[src/logic/perf_consts.svh]
/*
 * Performance monitor constants
 * Counter and port counts, APB register offsets and word widths
 */
`ifndef PERF_CONSTS_SVH
`define PERF_CONSTS_SVH

// Bank size and commit width
`define PERF_NUM_CNT       4
`define PERF_COMMIT_PORTS  2

// APB byte offsets
`define PERF_ADDR_CNT_BASE 8'h00  // Counter k low at 8k, high at 8k+4
`define PERF_ADDR_EVT_BASE 8'h20  // Select k at 0x20+4k
`define PERF_ADDR_INHIBIT  8'h30

// Widths
`define PERF_APB_AW        8
`define PERF_DATA_W        32
`define PERF_CNT_W         64
`define PERF_REG_IDX_W     4   // Word index carried from the APB slave to the bank

`endif
[src/logic/perf_pkg.sv]
/*
 * Performance monitor types
 * Event select codes, functional units, commit record and event vector
 */
`default_nettype none

package perf_pkg;

  // Functional unit of a committed instruction
  typedef enum logic [2:0] {
    NONE  = 3'd0,
    ALU   = 3'd1,
    MULT  = 3'd2,
    LOAD  = 3'd3,
    STORE = 3'd4,
    CTRL  = 3'd5,
    FPU   = 3'd6
  } fu_e;

  // Event select codes, 14 and 15 count nothing
  typedef enum logic [3:0] {
    EVT_OFF         = 4'd0,
    EVT_ICACHE_MISS = 4'd1,
    EVT_DCACHE_MISS = 4'd2,
    EVT_ITLB_MISS   = 4'd3,
    EVT_DTLB_MISS   = 4'd4,
    EVT_LOAD        = 4'd5,
    EVT_STORE       = 4'd6,
    EVT_BRANCH      = 4'd7,
    EVT_CALL        = 4'd8,
    EVT_RETURN      = 4'd9,
    EVT_INTEGER     = 4'd10,
    EVT_FLOAT       = 4'd11,
    EVT_EXCEPTION   = 4'd12,
    EVT_MISPREDICT  = 4'd13,
    EVT_RSVD14      = 4'd14,
    EVT_RSVD15      = 4'd15
  } event_id_e;

  typedef struct packed {
    logic       ack;
    fu_e        fu;
    logic       is_jalr;
    logic [4:0] rd;
  } commit_rec_t;

  // Bit id-1 holds event id, so mispredict is the MSB
  typedef struct packed {
    logic mispredict;
    logic exception_evt;
    logic float_op;
    logic int_op;
    logic ret;
    logic call;
    logic branch;
    logic store;
    logic load;
    logic dtlb_miss;
    logic itlb_miss;
    logic dcache_miss;
    logic icache_miss;
  } event_vec_t;

endpackage

`default_nettype wire

[src/logic/perf_monitor_top.sv]
/*
 * Performance monitor top level
 * Event decoder, counter bank and APB slave
 */
`timescale 1ns/1ps
`default_nettype none

`include "perf_consts.svh"

module perf_monitor_top (
  input  logic                                           clk_i,
  input  logic                                           rst_ni,
  input  perf_pkg::commit_rec_t [`PERF_COMMIT_PORTS-1:0] commit_i,
  input  logic                                           icache_miss_i,
  input  logic                                           dcache_miss_i,
  input  logic                                           itlb_miss_i,
  input  logic                                           dtlb_miss_i,
  input  logic                                           exception_i,
  input  logic                                           mispredict_i,
  input  logic                                           debug_mode_i,
  input  logic                                           psel_i,
  input  logic                                           penable_i,
  input  logic                                           pwrite_i,
  input  logic [`PERF_APB_AW-1:0]                        paddr_i,
  input  logic [31:0]                                    pwdata_i,
  output logic [31:0]                                    prdata_o,
  output logic                                           pready_o,
  output logic                                           pslverr_o
);

  perf_pkg::event_vec_t            evt_q;
  logic                            wr_en;
  logic                            rd_en;
  logic [`PERF_REG_IDX_W-1:0]      reg_sel;
  logic [`PERF_DATA_W-1:0]         wdata;
  logic [`PERF_DATA_W-1:0]         rdata;
  logic                            invalid;

  commit_event_decoder u_decoder (
    .clk_i         (clk_i),
    .rst_ni        (rst_ni),
    .commit_i      (commit_i),
    .icache_miss_i (icache_miss_i),
    .dcache_miss_i (dcache_miss_i),
    .itlb_miss_i   (itlb_miss_i),
    .dtlb_miss_i   (dtlb_miss_i),
    .exception_i   (exception_i),
    .mispredict_i  (mispredict_i),
    .evt_o         (evt_q)
  );

  hpm_counter_bank u_bank (
    .clk_i        (clk_i),
    .rst_ni       (rst_ni),
    .evt_i        (evt_q),
    .debug_mode_i (debug_mode_i),
    .wr_en_i      (wr_en),
    .rd_en_i      (rd_en),
    .reg_sel_i    (reg_sel),
    .wdata_i      (wdata),
    .rdata_o      (rdata),
    .invalid_o    (invalid)
  );

  apb_hpm_slave u_apb (
    .clk_i     (clk_i),
    .rst_ni    (rst_ni),
    .psel_i    (psel_i),
    .penable_i (penable_i),
    .pwrite_i  (pwrite_i),
    .paddr_i   (paddr_i),
    .pwdata_i  (pwdata_i),
    .prdata_o  (prdata_o),
    .pready_o  (pready_o),
    .pslverr_o (pslverr_o),
    .wr_en_o   (wr_en),
    .rd_en_o   (rd_en),
    .reg_sel_o (reg_sel),
    .wdata_o   (wdata),
    .rdata_i   (rdata),
    .invalid_i (invalid)
  );

endmodule

`default_nettype wire

[src/logic/apb_hpm_slave.sv]
/*
 * APB slave for the HPM counter bank
 * Zero-wait access, word index decode and error response
 */
`timescale 1ns/1ps
`default_nettype none

`include "perf_consts.svh"

module apb_hpm_slave (
  input  logic                          clk_i,
  input  logic                          rst_ni,
  input  logic                          psel_i,
  input  logic                          penable_i,
  input  logic                          pwrite_i,
  input  logic [`PERF_APB_AW-1:0]       paddr_i,
  input  logic [`PERF_DATA_W-1:0]       pwdata_i,
  output logic [`PERF_DATA_W-1:0]       prdata_o,
  output logic                          pready_o,
  output logic                          pslverr_o,
  output logic                          wr_en_o,
  output logic                          rd_en_o,
  output logic [`PERF_REG_IDX_W-1:0]    reg_sel_o,
  output logic [`PERF_DATA_W-1:0]       wdata_o,
  input  logic [`PERF_DATA_W-1:0]       rdata_i,
  input  logic                          invalid_i
);

  logic setup;
  logic access;
  logic misaligned;
  logic out_of_range;
  logic addr_err;
  logic err_q;

  assign setup  = psel_i && !penable_i;
  assign access = psel_i && penable_i;

  // Address checks
  assign misaligned   = paddr_i[1:0] != 2'b00;
  assign out_of_range = |paddr_i[`PERF_APB_AW-1:`PERF_REG_IDX_W+2];  // Above the word index
  assign addr_err     = misaligned || out_of_range || invalid_i;

  assign reg_sel_o = paddr_i[`PERF_REG_IDX_W+1:2];  // Byte to word index
  assign wdata_o   = pwdata_i;

  // A bad address never reaches the bank
  assign wr_en_o = access && pwrite_i && !addr_err;
  assign rd_en_o = access && !pwrite_i && !addr_err;

  // Bank drives zero when not read
  assign prdata_o  = rdata_i;
  assign pready_o  = access;
  assign pslverr_o = access && err_q;

  // Error latched in setup, shown in the access cycle
  always_ff @(posedge clk_i or negedge rst_ni) begin
    if (!rst_ni) begin
      err_q <= 1'b0;
    end else begin
      err_q <= setup && addr_err;
    end
  end

  penable_needs_psel_a: assert property (@(posedge clk_i) disable iff (!rst_ni)
    penable_i |-> psel_i);

  // Setup is followed by an access with the same request
  psel_stable_a: assert property (@(posedge clk_i) disable iff (!rst_ni)
    setup |=> access && $stable(paddr_i) && $stable(pwrite_i));

endmodule

`default_nettype wire

[src/logic/hpm_counter_bank.sv]
/*
 * HPM counter bank
 * Four 64-bit event counters with selects, inhibit and 32-bit word access
 */
`timescale 1ns/1ps
`default_nettype none

`include "perf_consts.svh"

module hpm_counter_bank (
  input  logic                          clk_i,
  input  logic                          rst_ni,
  input  perf_pkg::event_vec_t          evt_i,
  input  logic                          debug_mode_i,
  input  logic                          wr_en_i,
  input  logic                          rd_en_i,
  input  logic [3:0]                    reg_sel_i,
  input  logic [`PERF_DATA_W-1:0]       wdata_i,
  output logic [`PERF_DATA_W-1:0]       rdata_o,
  output logic                          invalid_o
);

  // Word index bases derived from the byte map
  localparam int unsigned cnt_idx_base = `PERF_ADDR_CNT_BASE / 4;
  localparam int unsigned evt_idx_base = `PERF_ADDR_EVT_BASE / 4;
  localparam int unsigned inh_idx      = `PERF_ADDR_INHIBIT / 4;

  logic [`PERF_CNT_W-1:0]   cnt_q [`PERF_NUM_CNT];
  perf_pkg::event_id_e      sel_q [`PERF_NUM_CNT];
  logic [`PERF_NUM_CNT-1:0] inhibit_q;
  logic [`PERF_NUM_CNT-1:0] evt_hit;
  logic [`PERF_NUM_CNT-1:0] inc;

  logic [3:0] cnt_off;
  logic [3:0] sel_off;
  logic       is_cnt;
  logic       is_sel;
  logic       is_inh;
  logic [1:0] cnt_k;
  logic       cnt_hi;
  logic [1:0] sel_k;

  // Word index decode
  always_comb begin
    cnt_off   = reg_sel_i - 4'(cnt_idx_base);
    sel_off   = reg_sel_i - 4'(evt_idx_base);
    is_cnt    = cnt_off < 4'(2 * `PERF_NUM_CNT);
    is_sel    = sel_off < 4'(`PERF_NUM_CNT);
    is_inh    = reg_sel_i == 4'(inh_idx);
    cnt_k     = cnt_off[2:1];
    cnt_hi    = cnt_off[0];  // Odd word is the high half
    sel_k     = sel_off[1:0];
    invalid_o = !(is_cnt || is_sel || is_inh);
  end

  always_comb begin
    for (int k = 0; k < `PERF_NUM_CNT; k++) begin
      case (sel_q[k])
        perf_pkg::EVT_ICACHE_MISS: evt_hit[k] = evt_i.icache_miss;
        perf_pkg::EVT_DCACHE_MISS: evt_hit[k] = evt_i.dcache_miss;
        perf_pkg::EVT_ITLB_MISS:   evt_hit[k] = evt_i.itlb_miss;
        perf_pkg::EVT_DTLB_MISS:   evt_hit[k] = evt_i.dtlb_miss;
        perf_pkg::EVT_LOAD:        evt_hit[k] = evt_i.load;
        perf_pkg::EVT_STORE:       evt_hit[k] = evt_i.store;
        perf_pkg::EVT_BRANCH:      evt_hit[k] = evt_i.branch;
        perf_pkg::EVT_CALL:        evt_hit[k] = evt_i.call;
        perf_pkg::EVT_RETURN:      evt_hit[k] = evt_i.ret;
        perf_pkg::EVT_INTEGER:     evt_hit[k] = evt_i.int_op;
        perf_pkg::EVT_FLOAT:       evt_hit[k] = evt_i.float_op;
        perf_pkg::EVT_EXCEPTION:   evt_hit[k] = evt_i.exception_evt;
        perf_pkg::EVT_MISPREDICT:  evt_hit[k] = evt_i.mispredict;
        default:                   evt_hit[k] = 1'b0;  // Off and reserved
      endcase
      // Any register write freezes counting for that cycle
      inc[k] = evt_hit[k] && !inhibit_q[k] && !debug_mode_i && !wr_en_i;
    end
  end

  always_comb begin
    rdata_o = '0;
    if (rd_en_i) begin
      if (is_cnt) begin
        rdata_o = cnt_hi ? cnt_q[cnt_k][63:32] : cnt_q[cnt_k][31:0];
      end else if (is_sel) begin
        rdata_o = `PERF_DATA_W'(sel_q[sel_k]);
      end else if (is_inh) begin
        rdata_o = `PERF_DATA_W'(inhibit_q);
      end
    end
  end

  always_ff @(posedge clk_i or negedge rst_ni) begin
    if (!rst_ni) begin
      for (int k = 0; k < `PERF_NUM_CNT; k++) begin
        cnt_q[k] <= '0;
        sel_q[k] <= perf_pkg::EVT_OFF;
      end
      inhibit_q <= '0;
    end else begin
      for (int k = 0; k < `PERF_NUM_CNT; k++) begin
        if (wr_en_i && is_cnt && (cnt_k == 2'(k))) begin
          if (cnt_hi) begin
            cnt_q[k][63:32] <= wdata_i;
          end else begin
            cnt_q[k][31:0] <= wdata_i;
          end
        end else if (inc[k]) begin
          cnt_q[k] <= cnt_q[k] + 64'd1;
        end
        if (wr_en_i && is_sel && (sel_k == 2'(k))) begin
          sel_q[k] <= perf_pkg::event_id_e'(wdata_i[3:0]);
        end
      end
      if (wr_en_i && is_inh) begin
        inhibit_q <= wdata_i[`PERF_NUM_CNT-1:0];
      end
    end
  end

  // Without a write a counter holds or steps by one
  for (genvar k = 0; k < `PERF_NUM_CNT; k++) begin : g_cnt_step
    cnt_step_a: assert property (@(posedge clk_i) disable iff (!rst_ni)
      !wr_en_i |=> (cnt_q[k] == $past(cnt_q[k])) || (cnt_q[k] == $past(cnt_q[k]) + 64'd1));
  end

endmodule

`default_nettype wire

[src/logic/commit_event_decoder.sv]
/*
 * Commit event decoder
 * Classifies commit records and raw miss strobes into a registered event vector
 */
`timescale 1ns/1ps
`default_nettype none

`include "perf_consts.svh"

module commit_event_decoder (
  input  logic                                           clk_i,
  input  logic                                           rst_ni,
  input  perf_pkg::commit_rec_t [`PERF_COMMIT_PORTS-1:0] commit_i,
  input  logic                                           icache_miss_i,
  input  logic                                           dcache_miss_i,
  input  logic                                           itlb_miss_i,
  input  logic                                           dtlb_miss_i,
  input  logic                                           exception_i,
  input  logic                                           mispredict_i,
  output perf_pkg::event_vec_t                           evt_o
);

  // Per-port classification
  logic [`PERF_COMMIT_PORTS-1:0] load_p;
  logic [`PERF_COMMIT_PORTS-1:0] store_p;
  logic [`PERF_COMMIT_PORTS-1:0] branch_p;
  logic [`PERF_COMMIT_PORTS-1:0] call_p;
  logic [`PERF_COMMIT_PORTS-1:0] ret_p;
  logic [`PERF_COMMIT_PORTS-1:0] int_p;
  logic [`PERF_COMMIT_PORTS-1:0] fp_p;

  perf_pkg::event_vec_t evt_d;
  perf_pkg::event_vec_t evt_q;

  always_comb begin
    for (int p = 0; p < `PERF_COMMIT_PORTS; p++) begin
      load_p[p]   = commit_i[p].ack && (commit_i[p].fu == perf_pkg::LOAD);
      store_p[p]  = commit_i[p].ack && (commit_i[p].fu == perf_pkg::STORE);
      branch_p[p] = commit_i[p].ack && (commit_i[p].fu == perf_pkg::CTRL);
      fp_p[p]     = commit_i[p].ack && (commit_i[p].fu == perf_pkg::FPU);
      int_p[p]    = (commit_i[p].fu == perf_pkg::ALU) || (commit_i[p].fu == perf_pkg::MULT);
      // Link register x1 or x5 marks a call
      call_p[p]   = (commit_i[p].fu == perf_pkg::CTRL) && commit_i[p].is_jalr &&
                    ((commit_i[p].rd == 5'd1) || (commit_i[p].rd == 5'd5));
      ret_p[p]    = commit_i[p].is_jalr && (commit_i[p].rd == 5'd0);  // jalr x0, ra
    end
  end

  always_comb begin
    evt_d.icache_miss   = icache_miss_i;
    evt_d.dcache_miss   = dcache_miss_i;
    evt_d.itlb_miss     = itlb_miss_i;
    evt_d.dtlb_miss     = dtlb_miss_i;
    evt_d.load          = |load_p;  // Any port
    evt_d.store         = |store_p;
    evt_d.branch        = |branch_p;
    evt_d.call          = |call_p;
    evt_d.ret           = |ret_p;
    evt_d.int_op        = |int_p;
    evt_d.float_op      = |fp_p;
    evt_d.exception_evt = exception_i;
    evt_d.mispredict    = mispredict_i;
  end

  // Strobes and commit events share one register stage
  always_ff @(posedge clk_i or negedge rst_ni) begin
    if (!rst_ni) begin
      evt_q <= '0;
    end else begin
      evt_q <= evt_d;
    end
  end

  assign evt_o = evt_q;

endmodule

`default_nettype wire

[config.mk]
export PLATFORM = sky130hd
export DESIGN_NAME = perf_monitor_top
export DESIGN_NICKNAME = d
export VERILOG_FILES = /design/src/logic/perf_pkg.sv /design/src/logic/perf_monitor_top.sv /design/src/logic/apb_hpm_slave.sv /design/src/logic/hpm_counter_bank.sv /design/src/logic/commit_event_decoder.sv
export VERILOG_INCLUDE_DIRS = /design/src /design/src/logic
export SDC_FILE = /design/constraint.sdc
export NUM_CORES = 1
export LEC_CHECK = 0
export BUFFER_PORTS_ARGS = -buffer_cell sky130_fd_sc_hd__buf_4
export CAP_MARGIN = 15
export CORE_UTILIZATION = 45
export DETAILED_ROUTE_END_ITERATION = 8
export PLACE_DENSITY = 0.61
export SKIP_CTS_REPAIR_TIMING = 1
export SYNTH_ARGS = -nofsm -noshare
export SYNTH_HDL_FRONTEND = slang
export SYNTH_SLANG_ARGS = --single-unit
export TNS_END_PERCENT = 1
[constraint.sdc]
create_clock -name clk_i -period 3.8 [get_ports clk_i]
set_input_delay 0.76 -clock clk_i [delete_from_list [all_inputs] [get_ports clk_i]]
set_output_delay 0.76 -clock clk_i [all_outputs]
set_load 0.01 [all_outputs]
==> flow_summary.yaml <==
floorplanning:
  row_count: 79
  initial_core_util_pct: 45.54
  io-pin-count: 106
  die_y_um: 219.1
  fp.dieW_um: 219.1
  dieArea_mm2: 0.04799
  core_area_mm2: 0.04656
route:
  antenna_left: 0
  wirelength_mm: 98.12
  drtIter0Drc: 4026
  wire_per_inst_um: 31.15
  firstDrtPassIters: 7
  drc: 0
  vias: 23310
  avgViaCountPerCell: 7.400
pwr:
  p_leak_nw: 9.259
  switching_share_pct: 28.00
  p_clk_share_pct: 48.0
  comb_power_share_pct: 9.6
  powerDensity_mw_per_mm2: 332.3
  internal-power_mw: 5.749
  p_switching_mw: 2.236
  power_frac_seq_pct: 42.4
  ir_drop_uv: 460.8
timing:
  setup-tns-final_ps: 0
  slew_headroom_pct: 17.91
  period_needed_ps: 3700
  worst_hold_slack_ps: 143.2
  max_freq_ghz: 0.2702
  worst_slack_ps: 99.68
  rsz0062_at_grt: "no"
  post-route-period-util_pct: 97.38
  finalHoldViolCount: 0
  finalSetupViolations: 0
  drv_slew: 0
  finClkSkew_ps: 16.31
  worstMarginPinSlew_ps: 1224
cells_and_area:
  syn_to_final_growth_pct: 13.32
  final_cell_mix: "a21oi_1, dfrtp_1, nand2_1"
  final_common_cell: "a21oi_1"
  fin_util_pct: 51.61
  layout-drive-gt1-share_pct: 16.19
  nNetsFinal: 2590
grt:
  track_usage_pct: 40.75
  grt_max_degree: 101
  global_route.usage.met2_pct: 57.99
  met1_usage_pct: 57.09
  antenna_found_initial: 5
  gr-usage-met3_pct: 11.28
  grt_pass1_vias: 20980
  grt_pass1_wl_mm: 143.0
  overflow: 0
  top_usage_layer: "met2"
setup_path:
  r2r_start: "u_bank.sel_q[4]"
  cp-end-kind: "output pin"
  path_cells: "buf_4 -> or4_1 -> nor2_2 -> nand3b_1 -> or2_2 -> a21oi_1 -> buf_4"
  cp.required_ps: 3040
  rrSetupSlack_ps: 570
  crit_arrival_ps: 2940
  cp_common_cell: "buf_4"
  crit_path_start_kind: "input pin"
  crit_type: "input pin to output pin"
  timing.critical_path.buf_inv: 2
  r2r_cells: 7
  crit_fanout: 28
  slowest_stage: "or2_2"
  crit_path_max_incr_delay_ps: 650
  r2r-end: "u_bank.cnt_q[100]"
  crit_family: "simple AND/OR/NAND/NOR gates"
worst_hold_path:
  hp-class: "input pin to asynchronous set/reset pin"
logic_synthesis:
  syn_nets: 2559
  yosysUniqueCellTypes: 89
  syn_inst: 2483
  synthArstFlopShare_pct: 100.0
  seq_area_frac_synth_pct: 34.23
  syn_area_per_cell_um2: 8.539
  ys.flop_type: "dfrtp_1"
  yosys_warnings: 0
  synth-edff-count: 0
  ys_ff_latch: 290
  syn_area_mm2: 0.02120
placement:
  place_congestion: 1.001
  dpl.hpwl_mm: 70.57
  port-buffer-count: 105
  dp_slack_ps: 158.4
clock_tree:
  cts.clk_slew.worst_paths_ps: 60
  cts.sinks: 290
  cts_inserted_buffers: 38
  cts-root-buf: "clkbuf_16"
  clk_latency_ps: 570
  cts_tree: "done"
  htreeDepth: 2
  cts.path.max_buffers: 3
job:
  maxCapViolations: 0
outcome:
  outcome: "finished, final reports clean"
## Yosys cell counts (74+ instances only)
cell,n,share of area (%)
nand3_1,114,2.7
dfrtp_1,290,34
nand4_1,74,2.2
o21ai_0,98,2.3
nand2_1,241,4.3
a21oi_1,310,7.3
a31oi_1,94,2.8
clkbuf_1,113,2.0
o22ai_1,87,2.6
o22a_1,99,4.1
nor2_1,151,2.7
## area by class of cell
cell class                 instances  area, um^2
inverter                          41       153.9
timing repair buffer             197        1644
clock buffer                      56        1160
antenna                            4       10.01
sequential                       290        7257
fill                            4339       22530
clock inverter                     9       126.4
tap                              607       759.5
multi-input combinational       1946       12920
## cell families after synthesis
kind of cell | synth area share (%)
AO/OA/AOI/OAI | 29.57
AND/OR/NAND/NOR | 21.11
flip-flops | 34.23
buffers and inverters | 5.205
multiplexers | 9.566
adder cells (fa/ha/maj) | 0.2361
XOR/XNOR | 0.08263
## worst max path at each step
| stage | from | end | slack (ps) | depth (start not counted) |
|---|---|---|---|---|
| 2_1_floorplan | paddr_i[1] | prdata_o[21] | 390 | 8 |
| 3_3_place_gp | paddr_i[1] | prdata_o[20] | 240 | 7 |
| 3_5_place_dp | paddr_i[1] | prdata_o[31] | 160 | 7 |
| 4_1_cts | paddr_i[1] | prdata_o[31] | 150 | 7 |
| 5_1_grt | paddr_i[1] | prdata_o[27] | 40 | 7 |
| 6_report | paddr_i[1] | prdata_o[14] | 100 | 7 |
## power groups by stage
stage | clock network [mW] | logic [mW] | registers, mW
detailed placement | 0 | 0.744 | 3.42
global placement | 0 | 0.735 | 3.41
global route | 3.95 | 0.804 | 3.38
floorplan | 0 | 0.371 | 3.31
finish | 3.83 | 0.763 | 3.39
CTS | 3.85 | 0.747 | 3.36
## per-layer routing
metal,share of wire [%],vias up,wire length (um)
li1,-,9802,-
met1,39,11430,37880
met2,42,1779,40960
met3,15,302,14520
met4,4.9,0,4761
met5,0,-,0
## through the flow
step / cell area, um^2 / cells / total power, mW
6_report: 24030 / 3150 / 7.984
5_1_grt: 24020 / 3147 / 8.137
4_1_cts: 24020 / 3146 / 7.961
3_5_place_dp: 22730 / 3081 / 4.161
3_3_place_gp: 22720 / 3080 / 4.148
2_1_floorplan: 21200 / 2483 / 3.676
## sequential cells by signal, indices dropped and copies added (netlist names)
signal            flops
u_apb.err_q           1
u_bank.cnt_q        256
u_bank.inhibit_q      4
u_bank.sel_q         16
u_decoder.evt_o      13
Note: power is estimated with default switching activity, not from simulation.
